## src/logic/frame_mux_pkg.sv

```systemverilog
`default_nettype none

package frame_mux_pkg;

  // Stream payload
  localparam int DATA_W = 8; // One byte per beat

  // Per-port frame FIFO
  localparam int ADDR_W = 4; // 16 beats of storage

  // Arbiter
  localparam int NUM_PORTS = 2;
  localparam int PORT_W = 1; // Width of m_tid

  // tuser on a last beat that marks the frame bad
  localparam logic BAD_FRAME_USER = 1'b1;

endpackage

`default_nettype wire

```

## src/logic/axis_frame_fifo.sv

```systemverilog
`timescale 1ns/1ns
`default_nettype none

module axis_frame_fifo (
  input  logic                             clk,
  input  logic                             rst,
  input  logic [frame_mux_pkg::DATA_W-1:0] s_tdata,
  input  logic                             s_tvalid,
  output logic                             s_tready,
  input  logic                             s_tlast,
  input  logic                             s_tuser,
  output logic [frame_mux_pkg::DATA_W-1:0] m_tdata,
  output logic                             m_tvalid,
  input  logic                             m_tready,
  output logic                             m_tlast,
  output logic                             overflow,
  output logic                             bad_frame,
  output logic                             good_frame
);
  import frame_mux_pkg::*;

  // Pointers carry one extra wrap bit
  logic [ADDR_W:0] wr_ptr;      // Committed, end of last good frame
  logic [ADDR_W:0] wr_ptr_next;
  logic [ADDR_W:0] wr_ptr_cur;  // Tentative, frame in progress
  logic [ADDR_W:0] wr_ptr_cur_next;
  logic [ADDR_W:0] rd_ptr;
  logic [ADDR_W:0] rd_ptr_next;

  logic [DATA_W:0] mem [2**ADDR_W]; // {tlast, tdata}

  logic [DATA_W:0] rd_data;
  logic            rd_valid;
  logic            rd_valid_next;
  logic [DATA_W:0] out_data;
  logic            out_valid;
  logic            out_valid_next;

  logic ready_reg;
  logic full_cur;
  logic empty;
  logic wr_en;
  logic rd_en;
  logic out_load;

  logic drop_frame;
  logic drop_frame_next;
  logic overflow_next;
  logic bad_frame_next;
  logic good_frame_next;

  // Full as seen by the writer, including the partial frame
  assign full_cur = (wr_ptr_cur[ADDR_W] != rd_ptr[ADDR_W]) &&
                    (wr_ptr_cur[ADDR_W-1:0] == rd_ptr[ADDR_W-1:0]);
  assign empty = (wr_ptr == rd_ptr); // Only committed beats count

  assign s_tready = ready_reg; // Never stalls, drops instead

  assign m_tdata  = out_data[DATA_W-1:0];
  assign m_tlast  = out_data[DATA_W];
  assign m_tvalid = out_valid;

  always_comb begin
    wr_en           = 1'b0;
    wr_ptr_next     = wr_ptr;
    wr_ptr_cur_next = wr_ptr_cur;
    drop_frame_next = drop_frame;
    overflow_next   = 1'b0;
    bad_frame_next  = 1'b0;
    good_frame_next = 1'b0;
    if (s_tvalid && ready_reg) begin
      if (full_cur || drop_frame) begin
        // Swallow the rest of a frame that did not fit
        drop_frame_next = 1'b1;
        if (s_tlast) begin
          wr_ptr_cur_next = wr_ptr;
          drop_frame_next = 1'b0;
          overflow_next   = 1'b1;
        end
      end else begin
        wr_en           = 1'b1;
        wr_ptr_cur_next = wr_ptr_cur + 1'b1;
        if (s_tlast) begin
          if (s_tuser == BAD_FRAME_USER) begin
            wr_ptr_cur_next = wr_ptr; // Rewind
            bad_frame_next  = 1'b1;
          end else begin
            wr_ptr_next     = wr_ptr_cur + 1'b1; // Publish frame
            good_frame_next = 1'b1;
          end
        end
      end
    end
  end

  always_ff @(posedge clk) begin
    if (rst) begin
      ready_reg  <= 1'b0;
      wr_ptr     <= '0;
      wr_ptr_cur <= '0;
      drop_frame <= 1'b0;
      overflow   <= 1'b0;
      bad_frame  <= 1'b0;
      good_frame <= 1'b0;
    end else begin
      ready_reg  <= 1'b1;
      wr_ptr     <= wr_ptr_next;
      wr_ptr_cur <= wr_ptr_cur_next;
      drop_frame <= drop_frame_next;
      overflow   <= overflow_next;
      bad_frame  <= bad_frame_next;
      good_frame <= good_frame_next;
    end
  end

  always_ff @(posedge clk) begin
    if (wr_en) begin
      mem[wr_ptr_cur[ADDR_W-1:0]] <= {s_tlast, s_tdata};
    end
  end

  // Read side, memory read register then output register
  always_comb begin
    out_load      = m_tready || !out_valid;
    rd_en         = 1'b0;
    rd_ptr_next   = rd_ptr;
    rd_valid_next = rd_valid;
    if (out_load || !rd_valid) begin
      if (!empty) begin
        rd_en         = 1'b1;
        rd_valid_next = 1'b1;
        rd_ptr_next   = rd_ptr + 1'b1;
      end else begin
        rd_valid_next = 1'b0;
      end
    end
    out_valid_next = out_load ? rd_valid : out_valid; // Hold under back-pressure
  end

  always_ff @(posedge clk) begin
    if (rst) begin
      rd_ptr    <= '0;
      rd_valid  <= 1'b0;
      out_valid <= 1'b0;
    end else begin
      rd_ptr    <= rd_ptr_next;
      rd_valid  <= rd_valid_next;
      out_valid <= out_valid_next;
    end
  end

  always_ff @(posedge clk) begin
    if (rd_en) begin
      rd_data <= mem[rd_ptr[ADDR_W-1:0]];
    end
    if (out_load) begin
      out_data <= rd_data;
    end
  end

endmodule

`default_nettype wire

```

## src/logic/frame_arbiter.sv

```systemverilog
`timescale 1ns/1ns
`default_nettype none

module frame_arbiter (
  input  logic                             clk,
  input  logic                             rst,
  input  logic [frame_mux_pkg::DATA_W-1:0] f0_tdata,
  input  logic [frame_mux_pkg::DATA_W-1:0] f1_tdata,
  input  logic                             f0_tvalid,
  input  logic                             f1_tvalid,
  input  logic                             f0_tlast,
  input  logic                             f1_tlast,
  output logic                             f0_tready,
  output logic                             f1_tready,
  output logic [frame_mux_pkg::DATA_W-1:0] m_tdata,
  output logic                             m_tvalid,
  output logic                             m_tlast,
  output logic [frame_mux_pkg::PORT_W-1:0] m_tid,
  input  logic                             m_tready
);
  import frame_mux_pkg::*;

  logic [PORT_W-1:0]    grant;    // Locked port while busy
  logic [PORT_W-1:0]    prio;     // Port served first when idle
  logic [PORT_W-1:0]    prio_alt;
  logic [PORT_W-1:0]    sel;
  logic [PORT_W-1:0]    sel_other;
  logic                 busy;
  logic [NUM_PORTS-1:0] valid_vec;

  assign valid_vec = {f1_tvalid, f0_tvalid};
  assign prio_alt  = PORT_W'((int'(prio) + 1) % NUM_PORTS);
  assign sel_other = PORT_W'((int'(sel) + 1) % NUM_PORTS);

  // Port choice, fixed while a frame is in progress
  always_comb begin
    if (busy) begin
      sel = grant;
    end else if (valid_vec[prio]) begin
      sel = prio;
    end else if (valid_vec[prio_alt]) begin
      sel = prio_alt;
    end else begin
      sel = prio;
    end
  end

  always_comb begin
    m_tdata  = f0_tdata;
    m_tvalid = f0_tvalid;
    m_tlast  = f0_tlast;
    if (sel != '0) begin
      m_tdata  = f1_tdata;
      m_tvalid = f1_tvalid;
      m_tlast  = f1_tlast;
    end
  end

  assign m_tid     = sel;
  assign f0_tready = m_tready && (sel == '0);
  assign f1_tready = m_tready && (sel != '0);

  always_ff @(posedge clk) begin
    if (rst) begin
      busy  <= 1'b0;
      grant <= '0;
      prio  <= '0;
    end else begin
      if (m_tvalid && m_tready && m_tlast) begin
        busy <= 1'b0;
        prio <= sel_other; // Round robin
      end else if (!busy && m_tvalid) begin
        // Lock as soon as a beat is offered so it stays stable
        busy  <= 1'b1;
        grant <= sel;
      end
    end
  end

endmodule

`default_nettype wire

```

## src/logic/frame_mux_top.sv

```systemverilog
`timescale 1ns/1ns
`default_nettype none

module frame_mux_top (
  input  logic                             clk,
  input  logic                             rst,
  input  logic [frame_mux_pkg::DATA_W-1:0] s0_tdata,
  input  logic                             s0_tvalid,
  output logic                             s0_tready,
  input  logic                             s0_tlast,
  input  logic                             s0_tuser,
  input  logic [frame_mux_pkg::DATA_W-1:0] s1_tdata,
  input  logic                             s1_tvalid,
  output logic                             s1_tready,
  input  logic                             s1_tlast,
  input  logic                             s1_tuser,
  output logic [frame_mux_pkg::DATA_W-1:0] m_tdata,
  output logic                             m_tvalid,
  input  logic                             m_tready,
  output logic                             m_tlast,
  output logic [frame_mux_pkg::PORT_W-1:0] m_tid,
  output logic                             overflow0,
  output logic                             overflow1,
  output logic                             bad_frame0,
  output logic                             bad_frame1,
  output logic                             good_frame0,
  output logic                             good_frame1
);
  import frame_mux_pkg::*;

  // FIFO to arbiter links
  logic [DATA_W-1:0] f0_tdata;
  logic              f0_tvalid;
  logic              f0_tready;
  logic              f0_tlast;
  logic [DATA_W-1:0] f1_tdata;
  logic              f1_tvalid;
  logic              f1_tready;
  logic              f1_tlast;

  axis_frame_fifo fifo0 (
    .clk        (clk),
    .rst        (rst),
    .s_tdata    (s0_tdata),
    .s_tvalid   (s0_tvalid),
    .s_tready   (s0_tready),
    .s_tlast    (s0_tlast),
    .s_tuser    (s0_tuser),
    .m_tdata    (f0_tdata),
    .m_tvalid   (f0_tvalid),
    .m_tready   (f0_tready),
    .m_tlast    (f0_tlast),
    .overflow   (overflow0),
    .bad_frame  (bad_frame0),
    .good_frame (good_frame0)
  );

  axis_frame_fifo fifo1 (
    .clk        (clk),
    .rst        (rst),
    .s_tdata    (s1_tdata),
    .s_tvalid   (s1_tvalid),
    .s_tready   (s1_tready),
    .s_tlast    (s1_tlast),
    .s_tuser    (s1_tuser),
    .m_tdata    (f1_tdata),
    .m_tvalid   (f1_tvalid),
    .m_tready   (f1_tready),
    .m_tlast    (f1_tlast),
    .overflow   (overflow1),
    .bad_frame  (bad_frame1),
    .good_frame (good_frame1)
  );

  frame_arbiter arb0 (
    .clk       (clk),
    .rst       (rst),
    .f0_tdata  (f0_tdata),
    .f1_tdata  (f1_tdata),
    .f0_tvalid (f0_tvalid),
    .f1_tvalid (f1_tvalid),
    .f0_tlast  (f0_tlast),
    .f1_tlast  (f1_tlast),
    .f0_tready (f0_tready),
    .f1_tready (f1_tready),
    .m_tdata   (m_tdata),
    .m_tvalid  (m_tvalid),
    .m_tlast   (m_tlast),
    .m_tid     (m_tid),
    .m_tready  (m_tready)
  );

endmodule

`default_nettype wire

```

## config.mk

```make
export PLATFORM = sky130hd
export DESIGN_NAME = frame_mux_top
export DESIGN_NICKNAME = d
export VERILOG_FILES = /design/src/logic/frame_mux_pkg.sv /design/src/logic/axis_frame_fifo.sv /design/src/logic/frame_arbiter.sv /design/src/logic/frame_mux_top.sv
export SDC_FILE = /design/constraint.sdc
export NUM_CORES = 1
export LEC_CHECK = 0
export BUFFER_PORTS_ARGS = -buffer_cell sky130_fd_sc_hd__buf_2
export CORE_ASPECT_RATIO = 0.75
export CORE_MARGIN = 1.5
export CORE_UTILIZATION = 30
export CTS_CLUSTER_SIZE = 14
export DETAILED_ROUTE_END_ITERATION = 6
export SYNTH_ARGS = -nofsm -noshare
export SYNTH_HDL_FRONTEND = slang
export SYNTH_SLANG_ARGS = --single-unit
export TNS_END_PERCENT = 30
```

## constraint.sdc

```tcl
create_clock -name clk -period 3.2 [get_ports clk]
set_clock_uncertainty 0.1 [all_clocks]
set_input_delay 0.32 -clock clk [delete_from_list [all_inputs] [get_ports clk]]
set_output_delay 0.32 -clock clk [all_outputs]
set_load 0.01 [all_outputs]
```

-- Word-level counts from Yosys, hierarchy flattened
Memory sizes are Yosys's and may differ from the RTL's. A register that Yosys moved wholly into a read port is not among the register bits.
Cells that the tools add are included.
- bitwise logic cells: 10
- add/sub/neg operators: 6
- muxes and demuxes: 39
- reductions and logical operators: 34
- magnitude comparators: 2
- equal/unequal tests: 8
- operator list (kind ; number):
    $mux 5 ; 8
    $mux 1 ; 30
    $add 5x1->5 const B ; 4
    $reduce_and 2->1 ; 7
    $eq 5x5->1 ; 2
    $not 1->1 ; 10
    $logic_and 1x1->1 ; 9
    $eq 4x4->1 ; 2
    $mux 8 ; 1
    $reduce_or 4->1 ; 2
    $logic_or 1x1->1 ; 6
    $reduce_and 3->1 ; 2
    $reduce_or 3->1 ; 2
    $logic_not 1->1 ; 5
    $lt 1x2->1 const B ; 2
    $ne 2x2->1 const B ; 2
    $add 1x1->1 const B ; 2
    $ne 1x1->1 ; 2
    $reduce_or 2->1 ; 1
- output and inout port bits: 19
- word-level logic and storage cells: 125
- memory bits (writable): 288
- memories: 2
- bits in registers: 64
- input bits: 25
- memory list (memory ; depth ; width ; read ports ; clocked after memory_dff ; wr ports ; RTL line ; RTL):
    fifo0.mem ; 16 ; 9 ; 1 ; 1 ; 1 ; axis_frame_fifo.sv:30 ; logic [DATA_W:0] mem [2**ADDR_W];
    fifo1.mem ; 16 ; 9 ; 1 ; 1 ; 1 ; axis_frame_fifo.sv:30 ;

-- Logic depth before layout (Yosys ltp)
Gate-level depths: netlist of run 1.
- depth in word-level cells: 11
- mapped depth: 8
- gate-level depth less buffers: 6

-- Modules after synthesis
A second synthesis of run 1 with hierarchy kept.
- cells, all modules: 843
- area, all modules: 15209.6 sq um
- modules (own cells, without submodules) (module ; times used ; cells each ; area an instance (sq um)):
    axis_frame_fifo at fifo0 ; 1 ; 401 ; 7533.5
    axis_frame_fifo at fifo1 ; 1 ; 404 ; 7334.5
    frame_arbiter ; 1 ; 38 ; 341.6

-- Least setup slack after synthesis of run 1
OpenSTA, ideal clock, no wires.
- path type: register to register
- from: register fifo1.rd_ptr[0]
- to: memory fifo1.mem[1][0] (netlist bit), enable pin
- path buffers: 1
- data arrival time: 1903 ps
- slack: 811 ps
- clock period less this slack: 2389 ps
- library setup time: 387 ps
- cell stages (with the launch flop): 8
- cell sequence: dfxtp_1 > buf_2 > xor2_1 > nor3_2 > a21oi_2 > and2_1 > nand2_1 > nor3_1
- cells in the longest elaborated chain, start to end: 7
- RTL lines (item ; RTL line ; RTL):
    from (decl) ; axis_frame_fifo.sv:27 ; logic [ADDR_W:0] rd_ptr;
    from (signal assigned) ; axis_frame_fifo.sv:146 ; rd_ptr <= rd_ptr_next;
    $eq 4x4->1 ; axis_frame_fifo.sv:54 ; (wr_ptr_cur[ADDR_W-1:0] == rd_ptr[ADDR_W-1:0]);
    $logic_and 1x1->1 ; axis_frame_fifo.sv:53 ; assign full_cur = (wr_ptr_cur[ADDR_W] != rd_ptr[ADDR_W]) &&
    $logic_or 1x1->1 ; axis_frame_fifo.sv:72 ; if (full_cur || drop_frame) begin
    $mux 1 ; axis_frame_fifo.sv:72 ;
    $mux 1 ; axis_frame_fifo.sv:71 ; if (s_tvalid && ready_reg) begin
    $mux 1 ; axis_frame_fifo.sv:117 ; if (wr_en) begin
    $mux 1 (implied by the code) ; axis_frame_fifo.sv:118 ; mem[wr_ptr_cur[ADDR_W-1:0]] <= {s_tlast, s_tdata};
    to (decl) ; axis_frame_fifo.sv:30 ;
No other way between the ends.

-- Worst setup path after layout of run 1
- from: register fifo0.out_valid (netlist: fifo0.m_tvalid)
- to: output m_tlast
- cells in the longest elaborated chain, start to end: 6
- elaborated cells between the ends (all ways): 8
- RTL lines (item ; RTL line ; RTL):
    from (decl) ; axis_frame_fifo.sv:36 ; logic out_valid;
    from (signal assigned) ; axis_frame_fifo.sv:148 ; out_valid <= out_valid_next;
    $mux 1 (implied by the code) (2 in a row) ; frame_arbiter.sv:41 ; end else if (valid_vec[prio_alt]) begin
    $mux 1 ; frame_arbiter.sv:41 ;
    $mux 1 (*) ; frame_arbiter.sv:39 ; end else if (valid_vec[prio]) begin
    $mux 1 (*) ; frame_arbiter.sv:37 ; if (busy) begin
    $mux 1 (*) ; frame_arbiter.sv:52 ; if (sel != '0) begin
    to (decl) ; frame_mux_top.sv:20 ; output logic m_tlast,
Mark *: on every way between the ends. The rest lies on a longest branch, timed or not. The select of a mux whose other input is x is not followed.

==> metrics.cfg, run 1 <==
[floorplan]
ios=44
die-area_mm2=0.05065
die_h_um=195.3
initial_core_util=0.3037
num_rows=70
die-width_um=259.4
core_mm2=0.04870

[cts]
cts_tree=yes
clock_sink_count=370
cts_buffers=38
ctsResizeCount=0
cts-htree-levels=2
cts_root_buf=clkbuf_16
clk_path_buf_depth=3
cts.reportedPaths.clkPinSlew_ns=0.06
clk-insertion-delay-late_ns=0.52
cts_hold_buf=2
cts_setup_buffers=0

[sta]
period_share=0.7912
report.final.setup_viol=0
rsz0062_at_grt=false
max_slew.worst_pin.slew_ns=0.5275
hold_viol=0
relSlewSlack=0.6467
fmax_mhz=395.0
slew_violations=0
totalNegativeSetupSlack_ns=0
fin_crit_ns=2.532

[finish]
drive_gt1_frac=0.2500
multiInputGateArea_mm2=0.003892
syn_to_final_growth_pct=16.40
nNetsFinal=950
seq_area_mm2=0.01065
fill_cells=4651
final_cell_area_mm2=0.01722

[setup_path]
required_ns=2.78
end_kind=primary output
critPathLaunchType=register
worst-path-max-fanout=11
arrival_ns=2.11
crit_type=register to primary output

[yosys]
postSynth.asyncResetShare=0
syn_area_mm2=0.01479
syn_nets=865
ys.flop_type=edfxtp_1
avgSynthCellArea_um2=17.82
synthTopCellsByCount=edfxtp_1, mux4_2, nor2_1, dfxtp_1, a211oi_1
synth.most_common_cell=edfxtp_1
synthTopCellsByArea=edfxtp_1, mux4_2, dfxtp_1
yosysSeqAreaShare=0.7201
synth_top_area_cell=edfxtp_1
ys_types=47
synth_top_area_share=0.6579
ys_warn_count=0
synthCells=830
ys_seq_elements=370
synth-edff-count=324

[global_route]
overflow=0
antenna_found_initial=1
grt_use_total=0.1255
grt_pass1_wl_um=48320
grt_pass1_vias=7795
grt_max_degree=40

[drt]
drt_first_pass_iters=6
wire_per_inst_um=19.77
drt-vias-per-instance=4.749
ant_nets=0
drc=0
vias=7546
wl_um=31420
drtIter0Drc=623

[placement]
place_area_mm2=0.01598
dp_hpwl_um=20640
io_buffers=43
gp_congestion=0.7236

[power]
p_leak_uw=0.005538
ir_drop_mv=0.3554
power.density_mw_per_mm2=721.0

[run_status]
status=finished clean

[run]
drv_cap=0

[worst_hold_path]
hold_path.class=input port to register

[through the flow]
stage	setup slack [ns]	utilization	instances	hold slack, ns	total power (µW)
after floorplan	0.8106	-	830	0.2967	7463
after global placement	0.8096	0.3281	1521	0.3049	8192
after detailed placement	0.7464	0.3281	1521	0.3045	8215
after CTS	0.6596	0.3535	1588	0.06685	12580
after global routing	0.5058	0.3535	1588	0.08122	12950
final	0.6682	0.3535	1589	0.08267	12410
[flip-flops by register name, summed over array words and instances (netlist names), 9 cells and up]
register        count
fifo0.out_data      9
fifo1.out_data      9
fifo1.rd_data       9
fifo0.mem         144
fifo0.rd_data       9
fifo1.mem         144
[worst max-delay path, stage by stage, from the launching register on]
cell	delay (ns)
dfxtp_1	0.36
inv_1	0.11
nor2_1	0.07
o31ai_2	0.21
buf_4	0.24
mux2_2	0.41
buf_2	0.19
[power breakdown]
part | switching, µW | internal [µW] | total [µW]
Combinational | 1190 | 995 | 2180
Clock | 1740 | 2600 | 4350
Sequential | 197 | 5690 | 5890
[cell type report]
type,count,area share
Clock buffer,54,0.06105
Clock inverter,11,0.009594
Multi-Input combinational cell,404,0.2261
Timing Repair Buffer,90,0.03474
Tap cell,648,0.04710
Sequential cell,370,0.6189
Antenna cell,1,0.0001454
Inverter,11,0.002398
[cell usage in the layout, fill, tap and decap left out, drive strengths merged, types with 4 or more instances in the layout]
cell    count
xor2       27
edfxtp    324
buf        88
nand2      25
clkbuf     54
clkinv      6
nor3       16
mux2        9
xnor2       6
a31oi       9
and2        6
bufinv      4
ha         10
mux2i      26
nor2b      24
nand4       5
nor2       63
o21ai       7
a211oi     32
nand2b      5
a21oi      28
inv        11
mux4       72
nand3       9
dfxtp      46
[per-layer routing]
layer	vias to the layer above	routed length [µm]	global-route usage
met5	-	0	0
met4	0	648	0.03381
met3	50	1696	0.02336
met2	172	13350	0.1800
met1	3880	15720	0.1931
li1	3444	-	-
[final timing paths]
check        cells past startpoint                           to                             start  slack, ns
max                              6                      m_tlast       fifo0.m_tvalid$_SDFFE_PP0P_       0.67
max reg2reg                      7    fifo1.mem[3][8]$_DFFE_PP_  fifo1.wr_ptr_cur[2]$_SDFFE_PP0P_       0.71
min                              1    fifo0.mem[1][0]$_DFFE_PP_                       s0_tdata[0]       0.08
min reg2reg                      0  fifo1.out_data[7]$_DFFE_PP_        fifo1.rd_data[7]$_DFFE_PP_       0.32
[cells by family (layout without fill, tap and decap cells)]
group / Yosys count / count (layout) / share of synthesized area
adders and majority gates: 10 / 10 / 0.008460
buffers and inverters: 56 / 166 / 0.01700
other: 0 / 1 / 0
and+or+nand+nor: 163 / 163 / 0.05482
muxes: 107 / 107 / 0.1341
DFF: 370 / 370 / 0.7201
xor gates and xnor gates: 33 / 33 / 0.01954
AOI/OAI and AO/OA: 91 / 91 / 0.04594
Power figures use the tool's default switching activity.
==> run 2: changes to the inputs <==
--- a/config.mk
+++ b/config.mk
@@ -5,6 +5,7 @@
 export SDC_FILE = /design/constraint.sdc
 export NUM_CORES = 1
 export LEC_CHECK = 0
+export ABC_AREA = 1
 export BUFFER_PORTS_ARGS = -buffer_cell sky130_fd_sc_hd__buf_2
 export CORE_ASPECT_RATIO = 0.75
 export CORE_MARGIN = 1.5
==> constraint.sdc (replaced) <==
create_clock -name clk -period 2.6 [get_ports clk]
set_clock_uncertainty 0.1 [all_clocks]
set_input_delay 0.26 -clock clk [delete_from_list [all_inputs] [get_ports clk]]
set_output_delay 0.26 -clock clk [all_outputs]
set_load 0.01 [all_outputs]
==> metrics.cfg, run 2 <==
[sta]
max_slew.worst_pin.slew_ns=0.9942  ; +0.4667 ns
relSlewSlack=0.3365  ; -0.3102
totalNegativeSetupSlack_ns=0  ; unchanged
rsz0062_at_grt=false
hold_viol=0  ; unchanged
period_share=0.8981
fmax_mhz=428.2
slew_violations=0  ; unchanged
report.final.setup_viol=0  ; unchanged
fin_crit_ns=2.335

[worst_hold_path]
whs_endpoint=fifo1.mem[10][8]$_DFFE_PP_
min-delay-start=s1_tlast
hold_path.class=input port to register
hold_depth=1  ; unchanged

[power]
p_leak_uw=0.006178  ; +12%
intPower_uw=11350  ; +22%
ir_drop_mv=0.5358  ; +51%
seqPwrFrac=0.435  ; -0.039
power.density_mw_per_mm2=956.5  ; +33%
p_comb_frac=0.251  ; +0.075
p_sw_uw=5451  ; +74%
clockPowerShare=0.314  ; -0.036
p_sw_frac=0.3244  ; +0.07267

[finish]
syn_to_final_growth_pct=15.28
nNetsFinal=1434  ; +51%
layout_common_cells=edfxtp_1, nor2_1, nand2_1, o21ai_0, nand3_1
diodes=0  ; -1
drive_gt1_frac=0.1289  ; -0.1211
utilization=0.3506  ; -0.002931
layout_commonest_cell=edfxtp_1

[floorplan]
die-area_mm2=0.05217  ; +3.0%
initial_core_util=0.3041  ; +0.0004156
core_mm2=0.05010  ; +2.9%
die_h_um=198.2  ; +1.5%
num_rows=71  ; +1.4%
ios=44  ; unchanged
die-width_um=263.2  ; +1.5%

[setup_path]
required_ns=2.65  ; -0.13 ns
end_kind=register
reg2reg_from=fifo0.wr_ptr_cur[1]$_SDFFE_PP0P_
critPathLaunchType=register
reg2reg_depth=9  ; +2
crit_type=register to register
crit_path_start=fifo0.wr_ptr_cur[1]$_SDFFE_PP0P_
worst-path-max-fanout=9  ; -2
r2r-end=fifo0.mem[12][1]$_DFFE_PP_
rrSetupSlack_ns=0.26  ; -0.45 ns
arrival_ns=2.39  ; +0.28 ns

[drt]
wl_um=37700  ; +20%
ant_nets=0  ; unchanged
drt-vias-per-instance=4.921  ; +3.6%
drc=0  ; unchanged
drt_first_pass_iters=5  ; -1
wire_per_inst_um=18.08  ; -8.6%
drtIter0Drc=899  ; +44%
vias=10260  ; +36%

[run]
drv_cap=0  ; unchanged

[global_route]
grt_pass1_vias=9986  ; +28%
antenna_found_initial=1  ; unchanged
overflow=0  ; unchanged
grt_pass1_wl_um=57940  ; +20%
grt_use_total=0.1432  ; +0.01775
grt_max_degree=74  ; +85%

[cts]
cts.reportedPaths.clkPinSlew_ns=0.06  ; about the same
clk_path_buf_depth=3  ; unchanged
clock_sink_count=370  ; unchanged
cts_tree=yes
cts-htree-levels=2  ; unchanged
clk-insertion-delay-late_ns=0.54  ; +0.02 ns
cts_setup_buffers=0  ; unchanged
cts_root_buf=clkbuf_16
cts_buffers=40  ; +5.3%

[yosys]
synth.most_common_cell=edfxtp_1
synth_top_area_cell=edfxtp_1
synthTopCellsByArea=edfxtp_1, dfxtp_1, nor2_1
ys.flop_type=edfxtp_1
synth_top_family_by_area=simple AND/OR/NAND/NOR gates
yosys.area_share.simple=0.1467  ; +0.09192
synthCells=1334  ; +61%
ys_warn_count=0  ; unchanged
synth_top_area_share=0.6385  ; -0.01934
ys_seq_elements=370  ; unchanged
synth_mux_area_frac=0.001314  ; -0.1328
avgSynthCellArea_um2=11.42  ; -36%
synth-edff-count=324  ; unchanged
yosysSeqAreaShare=0.6990  ; -0.02117
syn_nets=1369  ; +58%
synthTopCellsByCount=edfxtp_1, nor2_1, nand2_1, o21ai_0, nand3_1
ys_types=36  ; -23%
synth_adder_area_share=0.008212  ; -0.0002487
synth_xor_area_frac=0.008047  ; -0.01150
syn_area_mm2=0.01524  ; +3.0%
postSynth.asyncResetShare=0  ; unchanged
synth-compound-area-share=0.1011  ; +0.05514

[run_status]
status=finished clean

[placement]
gp_congestion=0.8689  ; +20%
io_buffers=43  ; unchanged
dp_hpwl_um=24510  ; +19%

[run 2: changes by cell type in the layout (fill, tap and decap cells not counted), moves of 28 or more]
cell,before,now
o21ai_0,6,160
mux4_2,72,0
nand3_1,9,66
o22ai_1,1,40
o221ai_1,0,28
nand2_1,25,212
inv_1,11,43
a211oi_1,32,0
nor2_1,63,227
[run 2: worst max-delay path by stage]
stage	endpoint
floorplan	fifo1.mem[11][0]$_DFFE_PP_
global placement	fifo0.mem[12][7]$_DFFE_PP_
detailed placement	fifo0.mem[13][5]$_DFFE_PP_
CTS	m_tdata[4]
global route	m_tdata[4]
finish	fifo0.mem[12][1]$_DFFE_PP_
[run 2: final cells by class]
cell class / count / area (µm²)
flip-flops and latches: 370 / 10650
repair buffers: 87 / 563.0
fillers: 4958 / 32540
clock buffers: 55 / 1140
multi-input cells: 835 / 4049
inverters: 65 / 252.7
well taps: 657 / 822.0
clock inverters: 16 / 86.33
[run 2: timing repair]
item / 4_1_cts / 5_1_grt
endpoints found under the setup margin: 0 / 8
hold buffers: 2 / 0
hold endpoints to repair: 2 / 0
gates resized for setup: 0 / 2
[run 2: worst max-delay path: stages, from the launching register on]
cell and delay (ns):
dfxtp_1 0.36, inv_1 0.13, nand2_1 0.08, nand2_1 0.08, nor2_2 0.05, nand3_4 0.10
nand3_4 0.08, inv_2 0.11, nand2_1 0.16, nor2_1 0.70
[run 2: per-layer routing]
metal | wire length (µm) | part of all wire | global-route usage
met1 | 18350 | 0.49 | 0.2101
met2 | 16120 | 0.43 | 0.2137
met3 | 2513 | 0.067 | 0.02985
met4 | 695 | 0.018 | 0.03875
met5 | 13 | 0.00034 | 0
[run 2: cell families (layout without fill, tap and decap cells)]
logic type | count (synthesis) | in the layout
mux | 2 | 2
flops | 370 | 370
compound gates | 270 | 270
simple gates | 539 | 539
fa+ha+maj | 10 | 10
buf+inv | 129 | 223
xor+xnor | 14 | 14
[run 2: metrics by stage]
step	total power [µW]	setup slack, ns	instance area [µm²]	cells	hold slack [ns]
6_report	16800	0.2649	17570	2085	0.03869
5_1_grt	17670	0.09923	17570	2085	0.02079
4_1_cts	16910	0.09454	17560	2085	0.01738
3_5_place_dp	11610	0.2893	16310	2012	0.3045
3_3_place_gp	11570	0.3235	16310	2012	0.3045
2_1_floorplan	10100	0.5808	15240	1334	0.2324
[run 2: power by group through the flow]
stage / Sequential (µW) / Clock [µW] / Combinational [µW]
final: 7310 / 5270 / 4220
after global routing: 7360 / 5630 / 4680
after CTS: 7310 / 5400 / 4200
after detailed placement: 7430 / 0 / 4180
after global placement: 7420 / 0 / 4150
after floorplan: 7350 / 0 / 2750
==> run 3: changes to the inputs <==
--- a/config.mk
+++ b/config.mk
@@ -7,11 +7,15 @@
 export LEC_CHECK = 0
 export ABC_AREA = 1
 export BUFFER_PORTS_ARGS = -buffer_cell sky130_fd_sc_hd__buf_2
+export CELL_PAD_IN_SITES_DETAIL_PLACEMENT = 1
+export CELL_PAD_IN_SITES_GLOBAL_PLACEMENT = 2
 export CORE_ASPECT_RATIO = 0.75
 export CORE_MARGIN = 1.5
-export CORE_UTILIZATION = 30
+export CORE_UTILIZATION = 42
 export CTS_CLUSTER_SIZE = 14
 export DETAILED_ROUTE_END_ITERATION = 6
+export PLACE_DENSITY_LB_ADDON = 0.1
+export SKIP_CTS_REPAIR_TIMING = 1
 export SYNTH_ARGS = -nofsm -noshare
 export SYNTH_HDL_FRONTEND = slang
 export SYNTH_SLANG_ARGS = --single-unit
==> metrics.cfg, run 3 (synthesized netlist as in run 2, its figures left out) <==
[setup_path]
reg2reg_depth=9  ; unchanged
arrival_ns=2.04  ; -0.35 ns
crit_type=register to primary output
required_ns=2.24  ; -0.41 ns
reg2reg_from=fifo0.wr_ptr_cur[2]$_SDFFE_PP0P_
rrSetupSlack_ns=0.53  ; +0.27 ns
end_kind=primary output
worst-path-max-fanout=9  ; unchanged
critPathLaunchType=register
r2r-end=fifo0.mem[9][5]$_DFFE_PP_

[drt]
ant_nets=0  ; unchanged
drt-vias-per-instance=5.497  ; +12%
drtIter0Drc=892  ; -0.78%
wl_um=41910  ; +11%
drc=0  ; unchanged
drt_first_pass_iters=5  ; unchanged
vias=10480  ; +2.2%
wire_per_inst_um=21.98  ; +22%

[floorplan]
initial_core_util=0.4255  ; +0.1214
num_rows=60  ; -15%
die-area_mm2=0.03744  ; -28%
ios=44  ; unchanged
core_mm2=0.03581  ; -29%
die-width_um=222.9  ; -15%
die_h_um=168.0  ; -15%

[sta]
fin_crit_ns=2.398  ; +0.06268 ns
report.final.setup_viol=0  ; unchanged
fmax_mhz=417.0  ; -2.6%
max_slew.worst_pin.slew_ns=0.6361  ; -0.3581 ns
relSlewSlack=0.5744  ; +0.2379
period_share=0.9222  ; +0.02411
rsz0062_at_grt=false
totalNegativeSetupSlack_ns=0  ; unchanged
slew_violations=0  ; unchanged
hold_viol=0  ; unchanged

[run_status]
status=finished clean

[finish]
syn_to_final_growth_pct=14.92
final_cell_area_mm2=0.01751  ; -0.31%
diodes=0  ; unchanged
layout_common_cells=edfxtp_1, nor2_1, nand2_1, o21ai_0, nand3_1
drive_gt1_frac=0.1387  ; +0.009845
layout_commonest_cell=edfxtp_1
nNetsFinal=1449  ; +1.0%

[power]
ir_drop_mv=0.4299  ; -20%
p_leak_uw=0.006284  ; +1.7%
power.density_mw_per_mm2=987.3  ; +3.2%

[cts]
cts_tree=yes
clk_path_buf_depth=3  ; unchanged
cts.reportedPaths.clkPinSlew_ns=0.06  ; about the same
cts_root_buf=clkbuf_16
cts_buffers=38  ; -5.0%
clk-insertion-delay-late_ns=0.55  ; about the same
cts-htree-levels=2  ; unchanged
clock_sink_count=370  ; unchanged

[global_route]
grt_max_degree=74  ; unchanged
grt_use_total=0.2264  ; +0.08315
antenna_found_initial=0  ; -1
grt_pass1_vias=10380  ; +4.0%
overflow=0  ; unchanged
grt_pass1_wl_um=64250  ; +11%

[run]
drv_cap=0  ; unchanged

[placement]
gp_congestion=0.7748  ; -11%
place_area_mm2=0.01624  ; -0.46%
io_buffers=43  ; unchanged
dp_hpwl_um=27670  ; +13%

[worst_hold_path]
whs_endpoint=fifo1.mem[11][6]$_DFFE_PP_
min-delay-start=s1_tdata[6]
hold_path.class=input port to register
hold_depth=1  ; unchanged

## run 3: cell count changes in the layout (fill, tap and decap cells not counted)
cell	before	now
buf_12	1	4
buf_4	41	55
bufinv_16	0	5
clkbuf_16	42	39
clkbuf_8	4	0
clkinv_1	10	8
clkinv_8	1	2
clkinvlp_4	1	2
inv_8	1	0
nand2_2	6	7
nand2_4	2	1
## run 3: critical path: stages, from the launching register on
cell and delay (ns):
dfxtp_1 0.38, inv_1 0.07, nand2_1 0.07, nand3_2 0.14
nand2_2 0.15, clkinvlp_4 0.26, nand2_1 0.15, nand2_1 0.12
buf_2 0.16
## run 3: per-stage QoR
step | total power (µW) | util | std cells | worst slack [ns] | hold slack (ns)
floorplan | 10100 | - | 1334 | 0.5808 | 0.2324
global placement | 11800 | 0.4534 | 1837 | 0.6267 | 0.3036
detailed placement | 11870 | 0.4534 | 1837 | 0.5393 | 0.3063
CTS | 17460 | 0.4883 | 1905 | 0.04454 | -0.1159
global route | 18150 | 0.4890 | 1907 | 0.03051 | 0.03303
finish | 17290 | 0.4890 | 1907 | 0.2022 | 0.02359
## run 3: worst max path at each step
| stage | from | endpoint | slack [ns] | cells past startpoint |
|---|---|---|---|---|
| finish | fifo1.m_tvalid$_SDFFE_PP0P_ | m_tdata[1] | 0.20 | 8 |
| global route | fifo1.m_tvalid$_SDFFE_PP0P_ | m_tdata[1] | 0.03 | 8 |
| detailed placement | fifo0.wr_ptr_cur[2]$_SDFFE_PP0P_ | fifo0.mem[8][4]$_DFFE_PP_ | 0.54 | 9 |
| global placement | fifo0.rd_ptr[0]$_SDFFE_PP0P_ | fifo0.rd_data[5]$_DFFE_PP_ | 0.63 | 5 |
| floorplan | fifo1.rd_ptr[1]$_SDFFE_PP0P_ | fifo1.mem[11][0]$_DFFE_PP_ | 0.58 | 11 |
| CTS | fifo1.m_tvalid$_SDFFE_PP0P_ | m_tdata[1] | 0.04 | 8 |
## run 3: area by class of cell
cell class / count / area (µm²)
Fill cell: 3777 / 18300
Sequential cell: 370 / 10650
Multi-Input combinational cell: 835 / 4044
Clock buffer: 48 / 1010
Timing Repair Buffer: 104 / 728.2
Tap cell: 465 / 581.8
Inverter: 65 / 252.7
Clock inverter: 20 / 241.5
## run 3: per-layer routing
layer / GRT usage / vias up / routed length, µm
met1: 0.3639 / 5291 / 21650
met2: 0.3216 / 251 / 17400
li1: - / 4893 / -
met3: 0.03595 / 48 / 2304
met5: 0 / - / 0
met4: 0.04318 / 0 / 561
## run 3: report_power, final
part	switching (µW)	total (µW)	internal (µW)	leakage, µW
Clock	2290	5550	3260	0.000606
Sequential	254	7350	7090	0.00334
Combinational	3110	4400	1290	0.00234
Total	5650	17300	11600	0.00628
